--- src/serdes_data_pkg.sv ---
package serdes_data_pkg;

    // ~~~~~~~~~~~~~~~~~~~~~~~~~~~~~~~~~~~~~~~~~~~~~~~~~~~~~~~~~~~~~~~~~~~~~~~~~~
    // Line data types
    // ~~~~~~~~~~~~~~~~~~~~~~~~~~~~~~~~~~~~~~~~~~~~~~~~~~~~~~~~~~~~~~~~~~~~~~~~~~

    typedef logic [7:0]  ser_word_t;                  // One parallel word on the line.
    typedef logic [15:0] err_count_t;                 // Saturating mismatch count.

    // ~~~~~~~~~~~~~~~~~~~~~~~~~~~~~~~~~~~~~~~~~~~~~~~~~~~~~~~~~~~~~~~~~~~~~~~~~~
    // Fixed words
    // ~~~~~~~~~~~~~~~~~~~~~~~~~~~~~~~~~~~~~~~~~~~~~~~~~~~~~~~~~~~~~~~~~~~~~~~~~~

    // Alignment pattern. Each of its eight rotations is a different value,
    // so a repeated stream of it matches the shift register at one phase only.
    localparam ser_word_t TRAIN_WORD = 8'b1111_0000;

    // Filler for empty run slots. It can never be taken for the training word.
    localparam ser_word_t IDLE_WORD = 8'b0000_0000;

    // Largest count value, where the error counter stops.
    localparam err_count_t ERR_COUNT_MAX = '1;

endpackage

--- src/serdes_ctrl_pkg.sv ---
package serdes_ctrl_pkg;

    // ~~~~~~~~~~~~~~~~~~~~~~~~~~~~~~~~~~~~~~~~~~~~~~~~~~~~~~~~~~~~~~~~~~~~~~~~~~
    // Sequencer and checker records
    // ~~~~~~~~~~~~~~~~~~~~~~~~~~~~~~~~~~~~~~~~~~~~~~~~~~~~~~~~~~~~~~~~~~~~~~~~~~

    typedef enum logic [1:0] {
        TRAIN     = 2'd0,                              // Sending the alignment pattern.
        RUN       = 2'd1,                              // Sending input or idle words.
        LOCK_FAIL = 2'd2                               // No lock in time, held until reset.
    } seq_state_t;

    typedef struct packed {
        logic                       is_data;           // Set when the slot carried an input word.
        serdes_data_pkg::ser_word_t word;              // Word as it left the serializer.
    } tx_entry_t;

    typedef struct packed {
        serdes_data_pkg::ser_word_t word;              // Word as it came back on ser_in.
        logic                       mismatch;          // Set when it differs from the sent word.
    } rx_report_t;

endpackage

--- src/bit_timer.sv ---
`timescale 1ns/1ps

module bit_timer #(
    parameter int DATA_WIDTH    = 8,
    parameter int ALIGN_TIMEOUT = 64
) (
    input  logic                            CLK,
    input  logic                            rst_n,
    input  serdes_ctrl_pkg::seq_state_t     state,
    output logic [$clog2(DATA_WIDTH)-1:0]   bit_phase,
    output logic                            word_tick,
    output logic                            timeout
);

    localparam int PHASE_W = $clog2(DATA_WIDTH);
    localparam int WCNT_W  = $clog2(ALIGN_TIMEOUT + 1);

    logic [WCNT_W-1:0] word_count;                    // Training words spent on the lock attempt.

    // ~~~~~~~~~~~~~~~~~~~~~~~~~~~~~~~~~~~~~~~~~~~~~~~~~~~~~~~~~~~~~~~~~~~~~~~~~~
    // Bit phase and word counter
    // ~~~~~~~~~~~~~~~~~~~~~~~~~~~~~~~~~~~~~~~~~~~~~~~~~~~~~~~~~~~~~~~~~~~~~~~~~~

    always_ff @(posedge CLK) begin
        if (!rst_n) begin
            bit_phase  <= '0;
            word_count <= '0;
        end else begin
            bit_phase <= word_tick ? '0 : bit_phase + 1'b1;  // Wraps after the last bit.
            if (state != serdes_ctrl_pkg::TRAIN) begin
                word_count <= '0;                     // Only training time is limited.
            end else if (word_tick && !timeout) begin
                word_count <= word_count + 1'b1;      // Stops once the limit is reached.
            end
        end
    end

    assign word_tick = (bit_phase == PHASE_W'(DATA_WIDTH - 1));  // Last bit of the slot.
    assign timeout   = (word_count == WCNT_W'(ALIGN_TIMEOUT));   // Lock budget used up.

endmodule

--- src/word_serializer.sv ---
`timescale 1ns/1ps

module word_serializer (
    input  logic                            CLK,
    input  logic                            rst_n,
    input  logic                            word_tick,
    input  logic                            load_data,
    input  logic                            load_train,
    input  serdes_data_pkg::ser_word_t      in_word,
    input  serdes_ctrl_pkg::seq_state_t     state,
    output logic                            ser_out,
    output logic                            ser_frame,
    output logic                            tx_push,
    output serdes_ctrl_pkg::tx_entry_t      tx_entry
);

    localparam int W = $bits(serdes_data_pkg::ser_word_t);

    serdes_data_pkg::ser_word_t next_word;            // Word chosen for the coming slot.
    serdes_data_pkg::ser_word_t shift_reg;            // MSB is the bit on the line.

    always_comb begin
        if (load_train) begin
            next_word = serdes_data_pkg::TRAIN_WORD;
        end else if (load_data) begin
            next_word = in_word;                      // Handshake took place this cycle.
        end else begin
            next_word = serdes_data_pkg::IDLE_WORD;   // Empty slot or lock failure.
        end
    end

    // ~~~~~~~~~~~~~~~~~~~~~~~~~~~~~~~~~~~~~~~~~~~~~~~~~~~~~~~~~~~~~~~~~~~~~~~~~~
    // Shift out MSB first
    // ~~~~~~~~~~~~~~~~~~~~~~~~~~~~~~~~~~~~~~~~~~~~~~~~~~~~~~~~~~~~~~~~~~~~~~~~~~

    always_ff @(posedge CLK) begin
        if (!rst_n) begin
            shift_reg <= '0;                          // Keeps the line low out of reset.
            ser_frame <= 1'b0;
        end else begin
            ser_frame <= word_tick;                   // High while the MSB is on the line.
            if (word_tick) begin
                shift_reg <= next_word;
            end else begin
                shift_reg <= shift_reg << 1;
            end
        end
    end

    assign ser_out = shift_reg[W-1];

    // Every run slot is recorded, idle ones included, so the checker stays in step.
    assign tx_push          = word_tick && (state == serdes_ctrl_pkg::RUN);
    assign tx_entry.is_data = load_data;
    assign tx_entry.word    = next_word;

endmodule

--- src/word_deserializer.sv ---
`timescale 1ns/1ps

module word_deserializer #(
    parameter int DATA_WIDTH = 8
) (
    input  logic                            CLK,
    input  logic                            rst_n,
    input  logic [$clog2(DATA_WIDTH)-1:0]   bit_phase,
    input  logic                            ser_in,
    output serdes_data_pkg::ser_word_t      rx_word,
    output logic                            rx_strobe,
    output logic                            locked
);

    localparam int PHASE_W = $clog2(DATA_WIDTH);

    serdes_data_pkg::ser_word_t shift_reg;            // Last DATA_WIDTH bits, oldest at the MSB.
    logic [PHASE_W-1:0]         word_phase;           // Phase where a whole word sits in shift_reg.
    logic                       cand_valid;           // A first pattern match has been seen.
    logic                       train_hit;

    assign train_hit = (shift_reg == serdes_data_pkg::TRAIN_WORD);

    // ~~~~~~~~~~~~~~~~~~~~~~~~~~~~~~~~~~~~~~~~~~~~~~~~~~~~~~~~~~~~~~~~~~~~~~~~~~
    // Phase search with two-match confirmation
    // ~~~~~~~~~~~~~~~~~~~~~~~~~~~~~~~~~~~~~~~~~~~~~~~~~~~~~~~~~~~~~~~~~~~~~~~~~~

    always_ff @(posedge CLK) begin
        if (!rst_n) begin
            shift_reg  <= '0;
            word_phase <= '0;
            cand_valid <= 1'b0;
            locked     <= 1'b0;
        end else begin
            shift_reg <= {shift_reg[DATA_WIDTH-2:0], ser_in};   // New bit enters at the LSB.
            if (!locked && train_hit) begin
                if (cand_valid && (bit_phase == word_phase)) begin
                    locked <= 1'b1;                   // Same phase one word later confirms it.
                end else begin
                    word_phase <= bit_phase;          // New or moved candidate phase.
                    cand_valid <= 1'b1;
                end
            end
        end
    end

    // Once locked, the register holds one aligned word at each pass of word_phase.
    assign rx_strobe = locked && (bit_phase == word_phase);
    assign rx_word   = shift_reg;

    // Lock is kept until reset, since nothing here tries to relock.
    locked_holds: assert property (
        @(posedge CLK) disable iff (!rst_n)
        locked |=> locked
    ) else $error("word_deserializer lost lock without a reset.");

endmodule

--- src/loopback_checker.sv ---
`timescale 1ns/1ps

module loopback_checker #(
    parameter int FIFO_DEPTH = 16
) (
    input  logic                            CLK,
    input  logic                            rst_n,
    input  logic                            tx_push,
    input  serdes_ctrl_pkg::tx_entry_t      tx_entry,
    input  serdes_data_pkg::ser_word_t      rx_word,
    input  logic                            rx_strobe,
    output serdes_ctrl_pkg::rx_report_t     rx_report,
    output logic                            rx_valid,
    output serdes_data_pkg::err_count_t     err_count
);

    localparam int PTR_W = (FIFO_DEPTH > 1) ? $clog2(FIFO_DEPTH) : 1;
    localparam int CNT_W = $clog2(FIFO_DEPTH + 1);

    serdes_ctrl_pkg::tx_entry_t fifo_mem [FIFO_DEPTH];  // Sent slots not yet seen back.
    serdes_ctrl_pkg::tx_entry_t head;
    logic [PTR_W-1:0]           wr_ptr;
    logic [PTR_W-1:0]           rd_ptr;
    logic [CNT_W-1:0]           fill;
    logic                       synced;               // First run slot has come back.
    logic                       drop;
    logic                       pop;
    logic                       word_diff;

    assign head = fifo_mem[rd_ptr];
    // Training words still on the loop are thrown away until the first run slot
    // arrives. That slot is idle, so it never looks like the training word.
    assign drop      = (fill == '0) || (!synced && (rx_word == serdes_data_pkg::TRAIN_WORD));
    assign pop       = rx_strobe && !drop;
    assign word_diff = (rx_word != head.word);

    // ~~~~~~~~~~~~~~~~~~~~~~~~~~~~~~~~~~~~~~~~~~~~~~~~~~~~~~~~~~~~~~~~~~~~~~~~~~
    // FIFO of sent slots
    // ~~~~~~~~~~~~~~~~~~~~~~~~~~~~~~~~~~~~~~~~~~~~~~~~~~~~~~~~~~~~~~~~~~~~~~~~~~

    always_ff @(posedge CLK) begin
        if (tx_push) begin
            fifo_mem[wr_ptr] <= tx_entry;
        end
    end

    always_ff @(posedge CLK) begin
        if (!rst_n) begin
            wr_ptr <= '0;
            rd_ptr <= '0;
            fill   <= '0;
            synced <= 1'b0;
        end else begin
            if (tx_push) begin
                wr_ptr <= (wr_ptr == PTR_W'(FIFO_DEPTH - 1)) ? '0 : wr_ptr + 1'b1;
            end
            if (pop) begin
                rd_ptr <= (rd_ptr == PTR_W'(FIFO_DEPTH - 1)) ? '0 : rd_ptr + 1'b1;
                synced <= 1'b1;
            end
            case ({tx_push, pop})
                2'b10:   fill <= fill + 1'b1;
                2'b01:   fill <= fill - 1'b1;
                default: fill <= fill;                // Both or neither leave it unchanged.
            endcase
        end
    end

    // ~~~~~~~~~~~~~~~~~~~~~~~~~~~~~~~~~~~~~~~~~~~~~~~~~~~~~~~~~~~~~~~~~~~~~~~~~~
    // Compare and report
    // ~~~~~~~~~~~~~~~~~~~~~~~~~~~~~~~~~~~~~~~~~~~~~~~~~~~~~~~~~~~~~~~~~~~~~~~~~~

    always_ff @(posedge CLK) begin
        if (pop) begin
            rx_report.word     <= rx_word;
            rx_report.mismatch <= word_diff;
        end
    end

    always_ff @(posedge CLK) begin
        if (!rst_n) begin
            rx_valid  <= 1'b0;
            err_count <= '0;
        end else begin
            rx_valid <= pop && head.is_data;          // Idle slots pop without a report.
            if (pop && head.is_data && word_diff
                    && (err_count != serdes_data_pkg::ERR_COUNT_MAX)) begin
                err_count <= err_count + 1'b1;
            end
        end
    end

    // The loop must never hold more slots than the FIFO has room for.
    fifo_no_overflow: assert property (
        @(posedge CLK) disable iff (!rst_n)
        (tx_push && !pop) |-> (fill != CNT_W'(FIFO_DEPTH))
    ) else $error("loopback_checker FIFO overflow, loop delay too long.");

    // Once in step, every word back belongs to a sent slot, so it always finds one to pop.
    fifo_no_underflow: assert property (
        @(posedge CLK) disable iff (!rst_n)
        (rx_strobe && synced) |-> (fill != '0)
    ) else $error("loopback_checker got a word back with no sent slot to pop.");

endmodule

--- src/test_sequencer.sv ---
`timescale 1ns/1ps

module test_sequencer #(
    parameter int EXTRA_TRAIN = 4
) (
    input  logic                            CLK,
    input  logic                            rst_n,
    input  logic                            word_tick,
    input  logic                            timeout,
    input  logic                            locked,
    input  logic                            in_valid,
    output logic                            in_ready,
    output serdes_ctrl_pkg::seq_state_t     state,
    output logic                            load_data,
    output logic                            load_train
);

    localparam int CNT_W = (EXTRA_TRAIN > 1) ? $clog2(EXTRA_TRAIN) : 1;

    logic [CNT_W-1:0] extra_cnt;                      // Training words loaded since lock.
    logic             guard_done;                     // First run slot has gone out idle.

    // ~~~~~~~~~~~~~~~~~~~~~~~~~~~~~~~~~~~~~~~~~~~~~~~~~~~~~~~~~~~~~~~~~~~~~~~~~~
    // Phase FSM
    // ~~~~~~~~~~~~~~~~~~~~~~~~~~~~~~~~~~~~~~~~~~~~~~~~~~~~~~~~~~~~~~~~~~~~~~~~~~

    always_ff @(posedge CLK) begin
        if (!rst_n) begin
            state      <= serdes_ctrl_pkg::TRAIN;
            extra_cnt  <= '0;
            guard_done <= 1'b0;
        end else begin
            case (state)
                serdes_ctrl_pkg::TRAIN: begin
                    if (timeout && !locked) begin
                        state <= serdes_ctrl_pkg::LOCK_FAIL;    // Budget spent without lock.
                    end else if (word_tick && locked) begin
                        if (extra_cnt == CNT_W'(EXTRA_TRAIN - 1)) begin
                            state <= serdes_ctrl_pkg::RUN;      // This slot is the last one.
                        end else begin
                            extra_cnt <= extra_cnt + 1'b1;
                        end
                    end
                end
                serdes_ctrl_pkg::RUN: begin
                    if (word_tick) begin
                        guard_done <= 1'b1;           // Marks where run slots start on the loop.
                    end
                end
                default: state <= serdes_ctrl_pkg::LOCK_FAIL;  // Held until reset.
            endcase
        end
    end

    assign load_train = word_tick && (state == serdes_ctrl_pkg::TRAIN);
    assign in_ready   = word_tick && (state == serdes_ctrl_pkg::RUN) && guard_done;
    assign load_data  = in_ready && in_valid;

endmodule

--- src/serdes_test_top.sv ---
`timescale 1ns/1ps

module serdes_test_top #(
    parameter int DATA_WIDTH    = 8,
    parameter int ALIGN_TIMEOUT = 64,
    parameter int EXTRA_TRAIN   = 4,
    parameter int FIFO_DEPTH    = 16
) (
    input  logic                            CLK,
    input  logic                            rst_n,
    input  serdes_data_pkg::ser_word_t      in_word,
    input  logic                            in_valid,
    output logic                            in_ready,
    output logic                            ser_out,
    output logic                            ser_frame,
    input  logic                            ser_in,
    output serdes_ctrl_pkg::rx_report_t     rx_report,
    output logic                            rx_valid,
    output serdes_data_pkg::err_count_t     err_count,
    output logic                            locked,
    output logic                            lock_fail
);

    serdes_ctrl_pkg::seq_state_t     state;
    serdes_ctrl_pkg::tx_entry_t      tx_entry;
    serdes_data_pkg::ser_word_t      rx_word;
    logic [$clog2(DATA_WIDTH)-1:0]   bit_phase;
    logic                            word_tick;
    logic                            timeout;
    logic                            load_data;
    logic                            load_train;
    logic                            tx_push;
    logic                            rx_strobe;

    assign lock_fail = (state == serdes_ctrl_pkg::LOCK_FAIL);

    // ~~~~~~~~~~~~~~~~~~~~~~~~~~~~~~~~~~~~~~~~~~~~~~~~~~~~~~~~~~~~~~~~~~~~~~~~~~
    // Transmit side
    // ~~~~~~~~~~~~~~~~~~~~~~~~~~~~~~~~~~~~~~~~~~~~~~~~~~~~~~~~~~~~~~~~~~~~~~~~~~

    bit_timer #(
        .DATA_WIDTH    (DATA_WIDTH),
        .ALIGN_TIMEOUT (ALIGN_TIMEOUT)
    ) i_bit_timer (
        .CLK       (CLK),
        .rst_n     (rst_n),
        .state     (state),
        .bit_phase (bit_phase),
        .word_tick (word_tick),
        .timeout   (timeout)
    );

    test_sequencer #(
        .EXTRA_TRAIN (EXTRA_TRAIN)
    ) i_test_sequencer (
        .CLK        (CLK),
        .rst_n      (rst_n),
        .word_tick  (word_tick),
        .timeout    (timeout),
        .locked     (locked),
        .in_valid   (in_valid),
        .in_ready   (in_ready),
        .state      (state),
        .load_data  (load_data),
        .load_train (load_train)
    );

    word_serializer i_word_serializer (
        .CLK        (CLK),
        .rst_n      (rst_n),
        .word_tick  (word_tick),
        .load_data  (load_data),
        .load_train (load_train),
        .in_word    (in_word),
        .state      (state),
        .ser_out    (ser_out),
        .ser_frame  (ser_frame),
        .tx_push    (tx_push),
        .tx_entry   (tx_entry)
    );

    // ~~~~~~~~~~~~~~~~~~~~~~~~~~~~~~~~~~~~~~~~~~~~~~~~~~~~~~~~~~~~~~~~~~~~~~~~~~
    // Receive side
    // ~~~~~~~~~~~~~~~~~~~~~~~~~~~~~~~~~~~~~~~~~~~~~~~~~~~~~~~~~~~~~~~~~~~~~~~~~~

    word_deserializer #(
        .DATA_WIDTH (DATA_WIDTH)
    ) i_word_deserializer (
        .CLK       (CLK),
        .rst_n     (rst_n),
        .bit_phase (bit_phase),
        .ser_in    (ser_in),
        .rx_word   (rx_word),
        .rx_strobe (rx_strobe),
        .locked    (locked)
    );

    loopback_checker #(
        .FIFO_DEPTH (FIFO_DEPTH)
    ) i_loopback_checker (
        .CLK       (CLK),
        .rst_n     (rst_n),
        .tx_push   (tx_push),
        .tx_entry  (tx_entry),
        .rx_word   (rx_word),
        .rx_strobe (rx_strobe),
        .rx_report (rx_report),
        .rx_valid  (rx_valid),
        .err_count (err_count)
    );

endmodule

--- config.mk ---
export PLATFORM = sky130hd
export DESIGN_NAME = serdes_test_top
export DESIGN_NICKNAME = d
export VERILOG_FILES = /design/src/serdes_data_pkg.sv /design/src/serdes_ctrl_pkg.sv /design/src/bit_timer.sv /design/src/word_serializer.sv /design/src/word_deserializer.sv /design/src/loopback_checker.sv /design/src/test_sequencer.sv /design/src/serdes_test_top.sv
export SDC_FILE = /design/constraint.sdc
export NUM_CORES = 1
export LEC_CHECK = 0
export BUFFER_PORTS_ARGS = -buffer_cell sky130_fd_sc_hd__buf_2
export CAP_MARGIN = 20
export CORE_UTILIZATION = 40
export CTS_CLUSTER_DIAMETER = 150
export DETAILED_ROUTE_END_ITERATION = 16
export PLACE_DENSITY_LB_ADDON = 0.05
export SLEW_MARGIN = 10
export SYNTH_ARGS = -nofsm -noshare
export SYNTH_HDL_FRONTEND = slang
export SYNTH_SLANG_ARGS = --single-unit
--- constraint.sdc ---
create_clock -name CLK -period 8.25 [get_ports CLK]
set_input_delay 0.825 -clock CLK [delete_from_list [all_inputs] [get_ports CLK]]
set_output_delay 0.825 -clock CLK [all_outputs]
set_load 0.01 [all_outputs]
# Word level (Yosys, flattened, before mapping)
# Memories as Yosys holds them, arrays and structs flattened. A register that Yosys moved wholly into a read port is not among the register bits.
# Index checks and enable logic that the tools add are counted.
[op_classes]
n_bitwise = 5
eq_ne = 15
reduce_logical = 32
n_addsub = 8
muxes = 14
[op_table]
columns = ["op", "count"]
rows = [
  ["$mux 8", 3],
  ["$add 16x1->16 const B", 1],
  ["$mux 4", 4],
  ["$ne 16x16->1 const B", 1],
  ["$logic_and 1x1->1", 15],
  ["$pmux 5 s2", 1],
  ["$add 4x1->4 const B", 2],
  ["$eq 4x4->1 const B", 2],
  ["$eq 8x8->1 const B", 1],
  ["$ne 8x8->1", 1],
  ["$reduce_and 2->1", 4],
  ["$add 7x1->7 const B", 1],
  ["$eq 7x7->1 const B", 1],
  ["$eq 2x2->1 const B", 3],
  ["$mux 2", 3],
  ["$ne 3x1->1 const B", 2],
  ["$add 5x1->5 const B", 1],
  ["$logic_not 5->1", 1],
  ["$not 1->1", 5],
  ["$sub 5x1->5 const B", 1],
  ["$eq 2x1->1 const B", 2],
  ["$logic_not 1->1", 4],
  ["$pmux 2 s2", 1],
  ["$reduce_and 4->1", 1],
  ["other kinds (10)", 13],
]
[word_totals]
out_inout_bits = 31
register_bits = 77
ram_bits = 144
n_memories = 1
word_cells = 95
in_bits = 12
[mem_list]
columns = ["memory", "depth", "width", "rd", "rd_clocked_by_memory_dff", "wr", "line", "text"]
rows = [
  ["i_loopback_checker.fifo_mem", 16, 9, 1, 1, 1, "loopback_checker.sv:20", "serdes_ctrl_pkg::tx_entry_t fifo_mem [FIFO_DEPTH];"],
]

# Longest topological paths before layout
# Gate-level depths: netlist of run 1.
[depth]
depth_word = 8
depth_mapped = 16
depth_no_buf = 14

# By module
# A second synthesis of run 1 with hierarchy kept.
[hier_totals]
hier_cells = 652
area_unflattened_um2 = 9440.3
[by_module_without_submodules]
columns = ["mod", "seq_area_each_um2", "n_inst", "cells_each", "area_each_um2"]
rows = [
  ["loopback_checker", 5295.1, 1, 489, 7826.3],
  ["bit_timer", 200.2, 1, 51, 485.5],
  ["word_deserializer", 260.2, 1, 43, 476.7],
  ["word_serializer", 180.2, 1, 45, 406.6],
  ["test_sequencer", 100.1, 1, 23, 231.5],
  ["serdes_test_top", 0.0, 1, 1, 13.8],
]

# Worst setup path after synthesis of run 1
# Ideal clock, no wire load.
[synth_path]
path_type = "reg-to-reg"
from = "register i_word_deserializer.shift_reg[6], in the netlist i_word_deserializer.rx_word[6]"
to = "register i_loopback_checker.fill[2]"
path_stages_with_launch = 14
path_slack_ns = 5.283
n_path_buf = 3
t_arrival_ns = 2.896
period_less_slack_ns = 2.967
setup_time_ns = 0.071
required_time_ns = 8.179
path_cell_list = "dfxtp_1 > clkbuf_1 > and4_1 > nand2_1 > o2111a_1 > clkbuf_1 > ha_1 > clkbuf_1 > xor2_1 > ha_1 > a21oi_1 > xor2_1 > or3_1 > a21oi_1"
[synth_via]
elab_chain_cells = 7
word_cells_on_any_way = 9
classes_between = "3 x eq/ne; 1 x mux; 5 x reduce/logical"
[synth_lines]
columns = ["element", "line", "text"]
rows = [
  ["start, declared", "word_deserializer.sv:17", "serdes_data_pkg::ser_word_t shift_reg;"],
  ["start signal, assigned", "word_deserializer.sv:35", "shift_reg <= {shift_reg[DATA_WIDTH-2:0], ser_in};"],
  ["$eq 8x8->1 *", "loopback_checker.sv:33", "assign drop = (fill == '0) || (!synced && (rx_word == serdes_data_pkg::TRAIN_WORD));"],
  ["$logic_and 1x1->1 *", "loopback_checker.sv:33", ""],
  ["$logic_or 1x1->1 *", "loopback_checker.sv:33", ""],
  ["$logic_not 1->1 *", "loopback_checker.sv:34", "assign pop = rx_strobe && !drop;"],
  ["$logic_and 1x1->1 *", "loopback_checker.sv:34", ""],
  ["$eq 2x1->1 or $eq 2x2->1 (tied branches)", "loopback_checker.sv:61", "case ({tx_push, pop})"],
  ["$pmux 5 s2 or $reduce_bool 2->1 (tied branches)", "n/a", ""],
  ["end signal, assigned", "loopback_checker.sv:62", "2'b10: fill <= fill + 1'b1;"],
  ["end signal, assigned", "loopback_checker.sv:63", "2'b01: fill <= fill - 1'b1;"],
  ["end signal, assigned", "loopback_checker.sv:64", "default: fill <= fill;"],
  ["end, declared", "loopback_checker.sv:24", "logic [CNT_W-1:0] fill;"],
]
# Every way passes the cells marked *; elsewhere a longest branch is shown, timed or not.
# A chain may end at the register's enable or synchronous reset.

==> flow_results.xml, run 1 <==
<?xml version="1.0" encoding="UTF-8"?>
<metrics>
  <group name="die">
    <metric name="row_count" unit="">55</metric>
    <metric name="die_area" unit="um2">23700</metric>
    <metric name="die_w" unit="um">154</metric>
    <metric name="start_util" unit="%">40.8</metric>
    <metric name="fp.dieH" unit="um">154</metric>
    <metric name="placeableCoreArea" unit="um2">22600</metric>
    <metric name="top_ports" unit="">43</metric>
  </group>
  <group name="hold_path">
    <metric name="hold_path_class" unit="">flop to flop</metric>
    <metric name="endpoint_of_the_worst_hold_timing_path" unit="">i_loopback_checker.synced</metric>
    <metric name="timing.hold.worst.start" unit="">i_loopback_checker.synced</metric>
    <metric name="timing.hold.worst_path_depth" unit="">2</metric>
  </group>
  <group name="detailed_routing">
    <metric name="drtPass1Iterations" unit="">4</metric>
    <metric name="drt-initial-drc-count" unit="">244</metric>
    <metric name="detail_route.wirelength" unit="um">20300</metric>
    <metric name="drc" unit="">0</metric>
    <metric name="wire_per_inst" unit="um">20.2</metric>
    <metric name="vias" unit="">5369</metric>
    <metric name="post_drt_via_cell_ratio" unit="">5.34</metric>
    <metric name="final_ant_viol_nets" unit="">0</metric>
  </group>
  <group name="critical_path">
    <metric name="worst_ep_arrival_time" unit="ns">4.00</metric>
    <metric name="timing.critical_path.required" unit="ns">8.45</metric>
    <metric name="setup.worst_path.class" unit="">flop to flop</metric>
    <metric name="timing.critical_path.from_type" unit="">flop</metric>
    <metric name="r2r_slack" unit="ns">4.46</metric>
    <metric name="crit-reg2reg-capture" unit="">i_loopback_checker.fifo_mem[9][2]</metric>
    <metric name="worst_r2r_startpoint" unit="">i_bit_timer.bit_phase[0]</metric>
    <metric name="timing.critical_path.fanout_max" unit="">25</metric>
    <metric name="worst_case_reg_to_reg_path_depth" unit="">6</metric>
    <metric name="endpoint_kind" unit="">flop</metric>
  </group>
  <group name="sta">
    <metric name="tightest_slew" unit="ns">1.13</metric>
    <metric name="finClkSkew" unit="ns">0.0103</metric>
    <metric name="maxSlewHeadroom" unit="%">24.7</metric>
    <metric name="hold_slack" unit="ns">0.472</metric>
    <metric name="totalNegativeSetupSlack" unit="ns">0</metric>
    <metric name="final-setup-viol-count" unit="">0</metric>
    <metric name="final_min_period_over_clock_period" unit="%">46.0</metric>
    <metric name="min_period" unit="ns">3.79</metric>
    <metric name="final-max-slew-violation-count" unit="">0</metric>
    <metric name="rsz0062_at_grt" unit="">no</metric>
    <metric name="timing_hold_violations_final" unit="">0</metric>
    <metric name="achievable-frequency" unit="MHz">264</metric>
  </group>
  <group name="status">
    <metric name="status" unit="">finished clean</metric>
  </group>
  <group name="yosys">
    <metric name="synthDistinctLibCells" unit="">45</metric>
    <metric name="synth_largest_area_cell" unit="">edfxtp_1</metric>
    <metric name="synth_seq_area_share" unit="%">65.3</metric>
    <metric name="ys_top_cells_by_count" unit="">edfxtp_1, dfxtp_1, mux2i_1</metric>
    <metric name="yosysMostFrequentCell" unit="">edfxtp_1</metric>
    <metric name="synth.top_cell.area_share" unit="%">49.7</metric>
    <metric name="synth_fp_nets" unit="">674</metric>
    <metric name="post_synth.cell_area_avg" unit="um2">14.3</metric>
    <metric name="post_synthesis_cell_area" unit="um2">9240</metric>
    <metric name="synth_ff_type" unit="">edfxtp_1</metric>
    <metric name="netlist_instances" unit="">648</metric>
    <metric name="netlist_top_cells_area" unit="">edfxtp_1, dfxtp_1, mux4_2</metric>
    <metric name="synth_seq_cells" unit="">225</metric>
    <metric name="yosysWarningCount" unit="">0</metric>
    <metric name="count_of_flip_flops_with_a_built_in_enable_after_synthesis" unit="">153</metric>
    <metric name="ys_async_sr_fraction" unit="%">0</metric>
  </group>
  <group name="pwr">
    <metric name="static-leakage-power" unit="uW">0.00353</metric>
    <metric name="power_per_cell_area" unit="nW/um2">217</metric>
    <metric name="design_power_total" unit="uW">2300</metric>
    <metric name="worst_voltage_drop_across_the_vdd_grid" unit="mV">0.140</metric>
  </group>
  <group name="layout">
    <metric name="syn2layout_area_growth" unit="%">14.8</metric>
    <metric name="final_core_utilization" unit="%">46.8</metric>
    <metric name="multiInputGateArea" unit="um2">2990</metric>
    <metric name="layout_top_registers" unit="">i_loopback_checker.fifo_mem: 144 flops, i_loopback_checker.err_count: 16 flops, i_loopback_checker.rx_report: 9 flops</metric>
    <metric name="post_layout_nonfiller_instances" unit="">1006</metric>
    <metric name="seq_area" unit="um2">6040</metric>
    <metric name="finish.net_count" unit="">729</metric>
    <metric name="fill_cells" unit="">1987</metric>
    <metric name="drive_above_1_share" unit="%">17.8</metric>
    <metric name="num_antenna_cells" unit="">0</metric>
    <metric name="most_flop_heavy_register" unit="">i_loopback_checker.fifo_mem</metric>
    <metric name="max_reg_flops" unit="">144</metric>
  </group>
  <group name="grt">
    <metric name="grt_overflow" unit="">0</metric>
    <metric name="grt_max_degree" unit="">41</metric>
    <metric name="track_usage" unit="%">17.6</metric>
    <metric name="first_global_vias" unit="">5354</metric>
    <metric name="grt_pass1_wl" unit="um">31500</metric>
    <metric name="antenna_found_initial" unit="">0</metric>
  </group>
  <group name="placed_design">
    <metric name="gp_congestion" unit="">0.809</metric>
    <metric name="io_buffers" unit="">42</metric>
    <metric name="post-dp-hpwl" unit="um">13300</metric>
    <metric name="dp.cells" unit="">959</metric>
  </group>
  <group name="clock_tree">
    <metric name="tritoncts.num_buffers" unit="">25</metric>
    <metric name="clock_path_buffers" unit="">3</metric>
    <metric name="cts_setup_buffers" unit="">0</metric>
    <metric name="htree_levels" unit="">1</metric>
    <metric name="clkLatencyLatePin" unit="ns">0.51</metric>
    <metric name="clock_sink_count" unit="">225</metric>
    <metric name="clock_tree_from_tritoncts" unit="">done</metric>
    <metric name="cts-resized-gates" unit="">0</metric>
    <metric name="cts.reportedPaths.clkPinSlew" unit="ns">0.06</metric>
    <metric name="cts.root.buffer_cell" unit="">clkbuf_16</metric>
    <metric name="post_cts_hold_buffer_count" unit="">0</metric>
  </group>
  <group name="run">
    <metric name="cap_viol_max_count" unit="">0</metric>
  </group>
</metrics>
-- stage by stage --
step           setup WS (ns)  instance area [um2]
6_report                4.46                10600
5_1_grt                 4.10                10600
4_1_cts                 4.37                10600
3_5_place_dp            4.38                 9760
3_3_place_gp            4.47                 9700
2_1_floorplan           5.28                 9240
-- cell families after synthesis --
kind of cell / after synthesis / synth area share (%)
and+or+nand+nor: 195 / 10.8
muxes: 77 / 12.0
buffers and inverters: 41 / 2.29
DFF: 225 / 65.3
xor gates and xnor gates: 31 / 2.94
AOI/OAI and AO/OA: 65 / 4.71
adders and majority gates: 14 / 1.90
-- per-layer routing --
| metal | share of wire (%) | wire length, um | vias up | track usage, % |
|---|---|---|---|---|
| met2 | 50 | 10100 | 102 | 30.3 |
| met1 | 45 | 9180 | 2705 | 23.4 |
| met4 | 1.6 | 319 | 0 | 4.05 |
| li1 | - | - | 2529 | - |
| met3 | 3.8 | 763 | 33 | 2.56 |
| met5 | 0 | 0 | - | 0 |
-- critical path: stages, from the launching register on --
cell,delay [ns]
dfxtp_1,0.39
ha_1,0.17
ha_1,0.60
nand2_1,0.12
nor2_1,0.64
and3_1,0.82
and2_1,0.73
-- how the worst max path moves through the flow --
stage / startpoint / to / cells past startpoint
CTS: flop / i_loopback_checker.err_count[14] / 8
global placement: flop / i_loopback_checker.err_count[7] / 8
global route: i_bit_timer.bit_phase[0] / i_loopback_checker.fifo_mem[13][2] / 6
detailed placement: flop / i_loopback_checker.err_count[14] / 8
floorplan: i_word_deserializer.rx_word[6] / i_loopback_checker.fill[2] / 13
finish: i_bit_timer.bit_phase[0] / i_loopback_checker.fifo_mem[9][2] / 6
-- cells in the final DEF, fill, tap and decap left out, types with 3 or more instances in the layout --
master     Yosys  final
nand4_1        5      5
a22oi_1        6      6
a31oi_1        3      3
nand2_1       41     41
nor2_1        48     48
o21ai_0        8      8
o21a_1         8      8
inv_1          9      9
ha_1          14     14
nor3_1        13     13
dfxtp_1       72     70
nand3_1       16     16
a21oi_1       18     18
xor2_1        16     16
clkinv_2       0      3
and3_1         5      5
or3_1         11     11
a21o_1         6      6
clkbuf_8       0      4
and2_1        17     17
clkbuf_16      0     25
nor4_1         4      4
buf_2          4     42
nor2b_1       12     12
buf_6          6      5
o31ai_1        6      6
mux4_2        27     27
edfxtp_1     153    153
xnor2_1       15     15
nand2b_1       7      7
mux2i_1       50     50
clkbuf_1      15     10
or4_1          5      5
buf_4          2     12
nor3b_1        3      3
o21ai_1        3      3
-- power breakdown --
group / switching, uW / internal (uW)
clock: 425 / 658
combinational: 11.3 / 7.64
sequential: 3.03 / 1190
total: 439 / 1860
-- final cells by class --
class	count	area share, %
tap	285	3.36
inverter	9	0.319
clock inverter	6	0.779
clock buffer	39	6.77
timing repair buffer	60	3.62
multi-input combinational	382	28.2
sequential	225	56.9
(Power assumes the default switching activity.)
==> run 2, diff against run 1 <==
==> constraint.sdc (replaced) <==
create_clock -name CLK -period 4 [get_ports CLK]
set_input_delay 0.4 -clock CLK [delete_from_list [all_inputs] [get_ports CLK]]
set_output_delay 0.4 -clock CLK [all_outputs]
set_load 0.01 [all_outputs]
==> run 2 against run 1 <==
  * Fmax grew 17%
  * Sequential power grew 110%
  * Utilization grew 0.20 points
  * Count of clock-buffer cells in the layout shrank 1
  * Critical endpoint is now i_loopback_checker.err_count[6]
  * Largest power group unchanged
==> flow_results.xml, run 2 (synthesized netlist as in run 1, its figures left out) <==
<?xml version="1.0" encoding="UTF-8"?>
<metrics>
  <group name="critical_path">
    <metric name="timing.critical_path.from_type" unit="">flop</metric>
    <metric name="endpoint_kind" unit="">flop</metric>
    <metric name="worst_ep_arrival_time" unit="ns">3.68</metric>
    <metric name="timing.critical_path.fanout_max" unit="">24</metric>
    <metric name="setup.worst_path.class" unit="">flop to flop</metric>
    <metric name="timing.critical_path.required" unit="ns">4.44</metric>
  </group>
  <group name="grt">
    <metric name="first_global_vias" unit="">5334</metric>
    <metric name="grt_max_degree" unit="">37</metric>
    <metric name="track_usage" unit="%">17.5</metric>
    <metric name="grt_overflow" unit="">0</metric>
    <metric name="grt_pass1_wl" unit="um">31400</metric>
    <metric name="antenna_found_initial" unit="">0</metric>
  </group>
  <group name="clock_tree">
    <metric name="cts.root.buffer_cell" unit="">clkbuf_16</metric>
    <metric name="clock_path_buffers" unit="">3</metric>
    <metric name="cts_setup_buffers" unit="">0</metric>
    <metric name="post_cts_hold_buffer_count" unit="">0</metric>
    <metric name="clock_sink_count" unit="">225</metric>
    <metric name="htree_levels" unit="">1</metric>
    <metric name="clkLatencyLatePin" unit="ns">0.51</metric>
    <metric name="cts.reportedPaths.clkPinSlew" unit="ns">0.06</metric>
    <metric name="cts-resized-gates" unit="">0</metric>
    <metric name="clock_tree_from_tritoncts" unit="">done</metric>
    <metric name="tritoncts.num_buffers" unit="">24</metric>
  </group>
  <group name="layout">
    <metric name="finish.instance_area" unit="um2">10600</metric>
    <metric name="layout_commonest_cell" unit="">edfxtp_1</metric>
    <metric name="syn2layout_area_growth" unit="%">15.3</metric>
    <metric name="leading_cell_types_in_the_layout_fill_and_taps_excluded" unit="">edfxtp_1, dfxtp_1, mux2i_1, nor2_1, buf_2</metric>
    <metric name="num_antenna_cells" unit="">0</metric>
    <metric name="max_reg_flops" unit="">144</metric>
    <metric name="post_layout_nonfiller_instances" unit="">1013</metric>
    <metric name="fill_cells" unit="">2006</metric>
    <metric name="layout_top_registers" unit="">i_loopback_checker.fifo_mem: 144 flops, i_loopback_checker.err_count: 16 flops, i_loopback_checker.rx_report: 9 flops</metric>
    <metric name="finish.net_count" unit="">736</metric>
    <metric name="most_flop_heavy_register" unit="">i_loopback_checker.fifo_mem</metric>
    <metric name="drive_above_1_share" unit="%">19.0</metric>
  </group>
  <group name="sta">
    <metric name="totalNegativeSetupSlack" unit="ns">0</metric>
    <metric name="timing_hold_violations_final" unit="">0</metric>
    <metric name="final_min_period_over_clock_period" unit="%">80.9</metric>
    <metric name="min_period" unit="ns">3.24</metric>
    <metric name="rsz0062_at_grt" unit="">no</metric>
    <metric name="final-max-slew-violation-count" unit="">0</metric>
    <metric name="achievable-frequency" unit="MHz">309</metric>
    <metric name="hold_slack" unit="ns">0.0996</metric>
    <metric name="final-setup-viol-count" unit="">0</metric>
    <metric name="tightest_slew" unit="ns">0.999</metric>
    <metric name="maxSlewHeadroom" unit="%">33.1</metric>
    <metric name="finalWorstSetupSlack" unit="ns">0.764</metric>
    <metric name="finClkSkew" unit="ns">0.0120</metric>
  </group>
  <group name="placed_design">
    <metric name="postPlaceCellArea" unit="um2">9830</metric>
    <metric name="post-dp-hpwl" unit="um">13800</metric>
    <metric name="io_buffers" unit="">42</metric>
    <metric name="dp.cells" unit="">968</metric>
    <metric name="dpl_worst_slack" unit="ns">0.736</metric>
    <metric name="gp_congestion" unit="">0.773</metric>
  </group>
  <group name="detailed_routing">
    <metric name="detail_route.wirelength" unit="um">20400</metric>
    <metric name="drtPass1Iterations" unit="">4</metric>
    <metric name="drc" unit="">0</metric>
    <metric name="post_drt_via_cell_ratio" unit="">5.31</metric>
    <metric name="drt-initial-drc-count" unit="">226</metric>
    <metric name="vias" unit="">5382</metric>
    <metric name="wire_per_inst" unit="um">20.1</metric>
    <metric name="final_ant_viol_nets" unit="">0</metric>
  </group>
  <group name="pwr">
    <metric name="comb_power_share" unit="%">0.8</metric>
    <metric name="power_per_cell_area" unit="nW/um2">444</metric>
    <metric name="worst_voltage_drop_across_the_vdd_grid" unit="mV">0.260</metric>
    <metric name="power.clock.fraction" unit="%">47.1</metric>
    <metric name="static-leakage-power" unit="uW">0.00349</metric>
    <metric name="p_sw_share" unit="%">18.9</metric>
    <metric name="portion_of_total_power_attributed_to_sequential_cells" unit="%">52.1</metric>
    <metric name="total_switching_power" unit="uW">896</metric>
    <metric name="cell_int_power" unit="uW">3830</metric>
  </group>
  <group name="die">
    <metric name="fp.dieH" unit="um">154</metric>
    <metric name="die_w" unit="um">154</metric>
    <metric name="die_area" unit="um2">23700</metric>
    <metric name="start_util" unit="%">40.8</metric>
    <metric name="row_count" unit="">55</metric>
    <metric name="placeableCoreArea" unit="um2">22600</metric>
    <metric name="top_ports" unit="">43</metric>
  </group>
  <group name="status">
    <metric name="status" unit="">finished clean</metric>
  </group>
  <group name="run">
    <metric name="cap_viol_max_count" unit="">0</metric>
  </group>
  <group name="hold_path">
    <metric name="hold_path_class" unit="">input port to flop</metric>
  </group>
</metrics>
run 2: cell types whose count changed in the layout (fill, tap and decap cells not counted):
cell	before	now
buf_16	1	0
buf_12	0	1
clkinvlp_4	1	0
clkbuf_16	25	27
clkinv_2	3	5
buf_4	12	25
buf_6	5	0
bufinv_16	2	1
clkbuf_1	10	7
run 2: final cells by class:
cell class / instances / area (um2) / area share, %
Clock inverter: 6 / 55.1 / 0.517
Tap cell: 285 / 357 / 3.35
Sequential cell: 225 / 6040 / 56.7
Clock buffer: 38 / 757 / 7.11
Inverter: 9 / 33.8 / 0.317
Multi-Input combinational cell: 382 / 2990 / 28.1
Timing Repair Buffer: 68 / 418 / 3.92
run 2: power by group through the flow:
stage	Sequential [uW]	Clock, uW	Combinational, uW
2_1_floorplan	2510	0	23.7
3_3_place_gp	2520	0	36.9
3_5_place_dp	2520	0	37.7
4_1_cts	2470	2290	37.8
5_1_grt	2470	2380	41.5
6_report	2470	2230	37.1
run 2: critical path, stage by stage (launching register included):
cell     delay, ns
dfxtp_2       0.65
buf_4         0.25
mux4_2        0.52
mux2i_1       0.28
xnor2_1       0.16
a21oi_1       0.06
a22oi_1       0.25
nor4_4        0.09
buf_4         0.23
or4_1         0.53
a21oi_1       0.15
run 2: worst paths after layout:
kind,start,endpoint,slack [ns],cells after the start
setup / recovery,flop,i_loopback_checker.err_count[6],0.76,10
hold / removal,ser_in,i_word_deserializer.rx_word[0],0.1,2
hold reg to reg,i_loopback_checker.err_count[10],i_loopback_checker.err_count[10],0.49,2
setup reg to reg,flop,i_loopback_checker.err_count[6],0.76,10
run 2: metrics by stage:
| step | power, uW | utilization [%] |
|---|---|---|
| 4_1_cts | 4790 | 47.0 |
| 3_5_place_dp | 2550 | 43.4 |
| 3_3_place_gp | 2550 | 43.3 |
| 5_1_grt | 4890 | 47.0 |
| 6_report | 4730 | 47.0 |
| 2_1_floorplan | 2540 | - |
run 2: metal layers:
metal	part of all wire [%]	up-vias	global-route usage, %
met5	0	-	0
met4	1.5	0	4.05
met3	4.4	27	2.59
met2	48	120	29.4
met1	46	2687	24.1
li1	-	2548	-
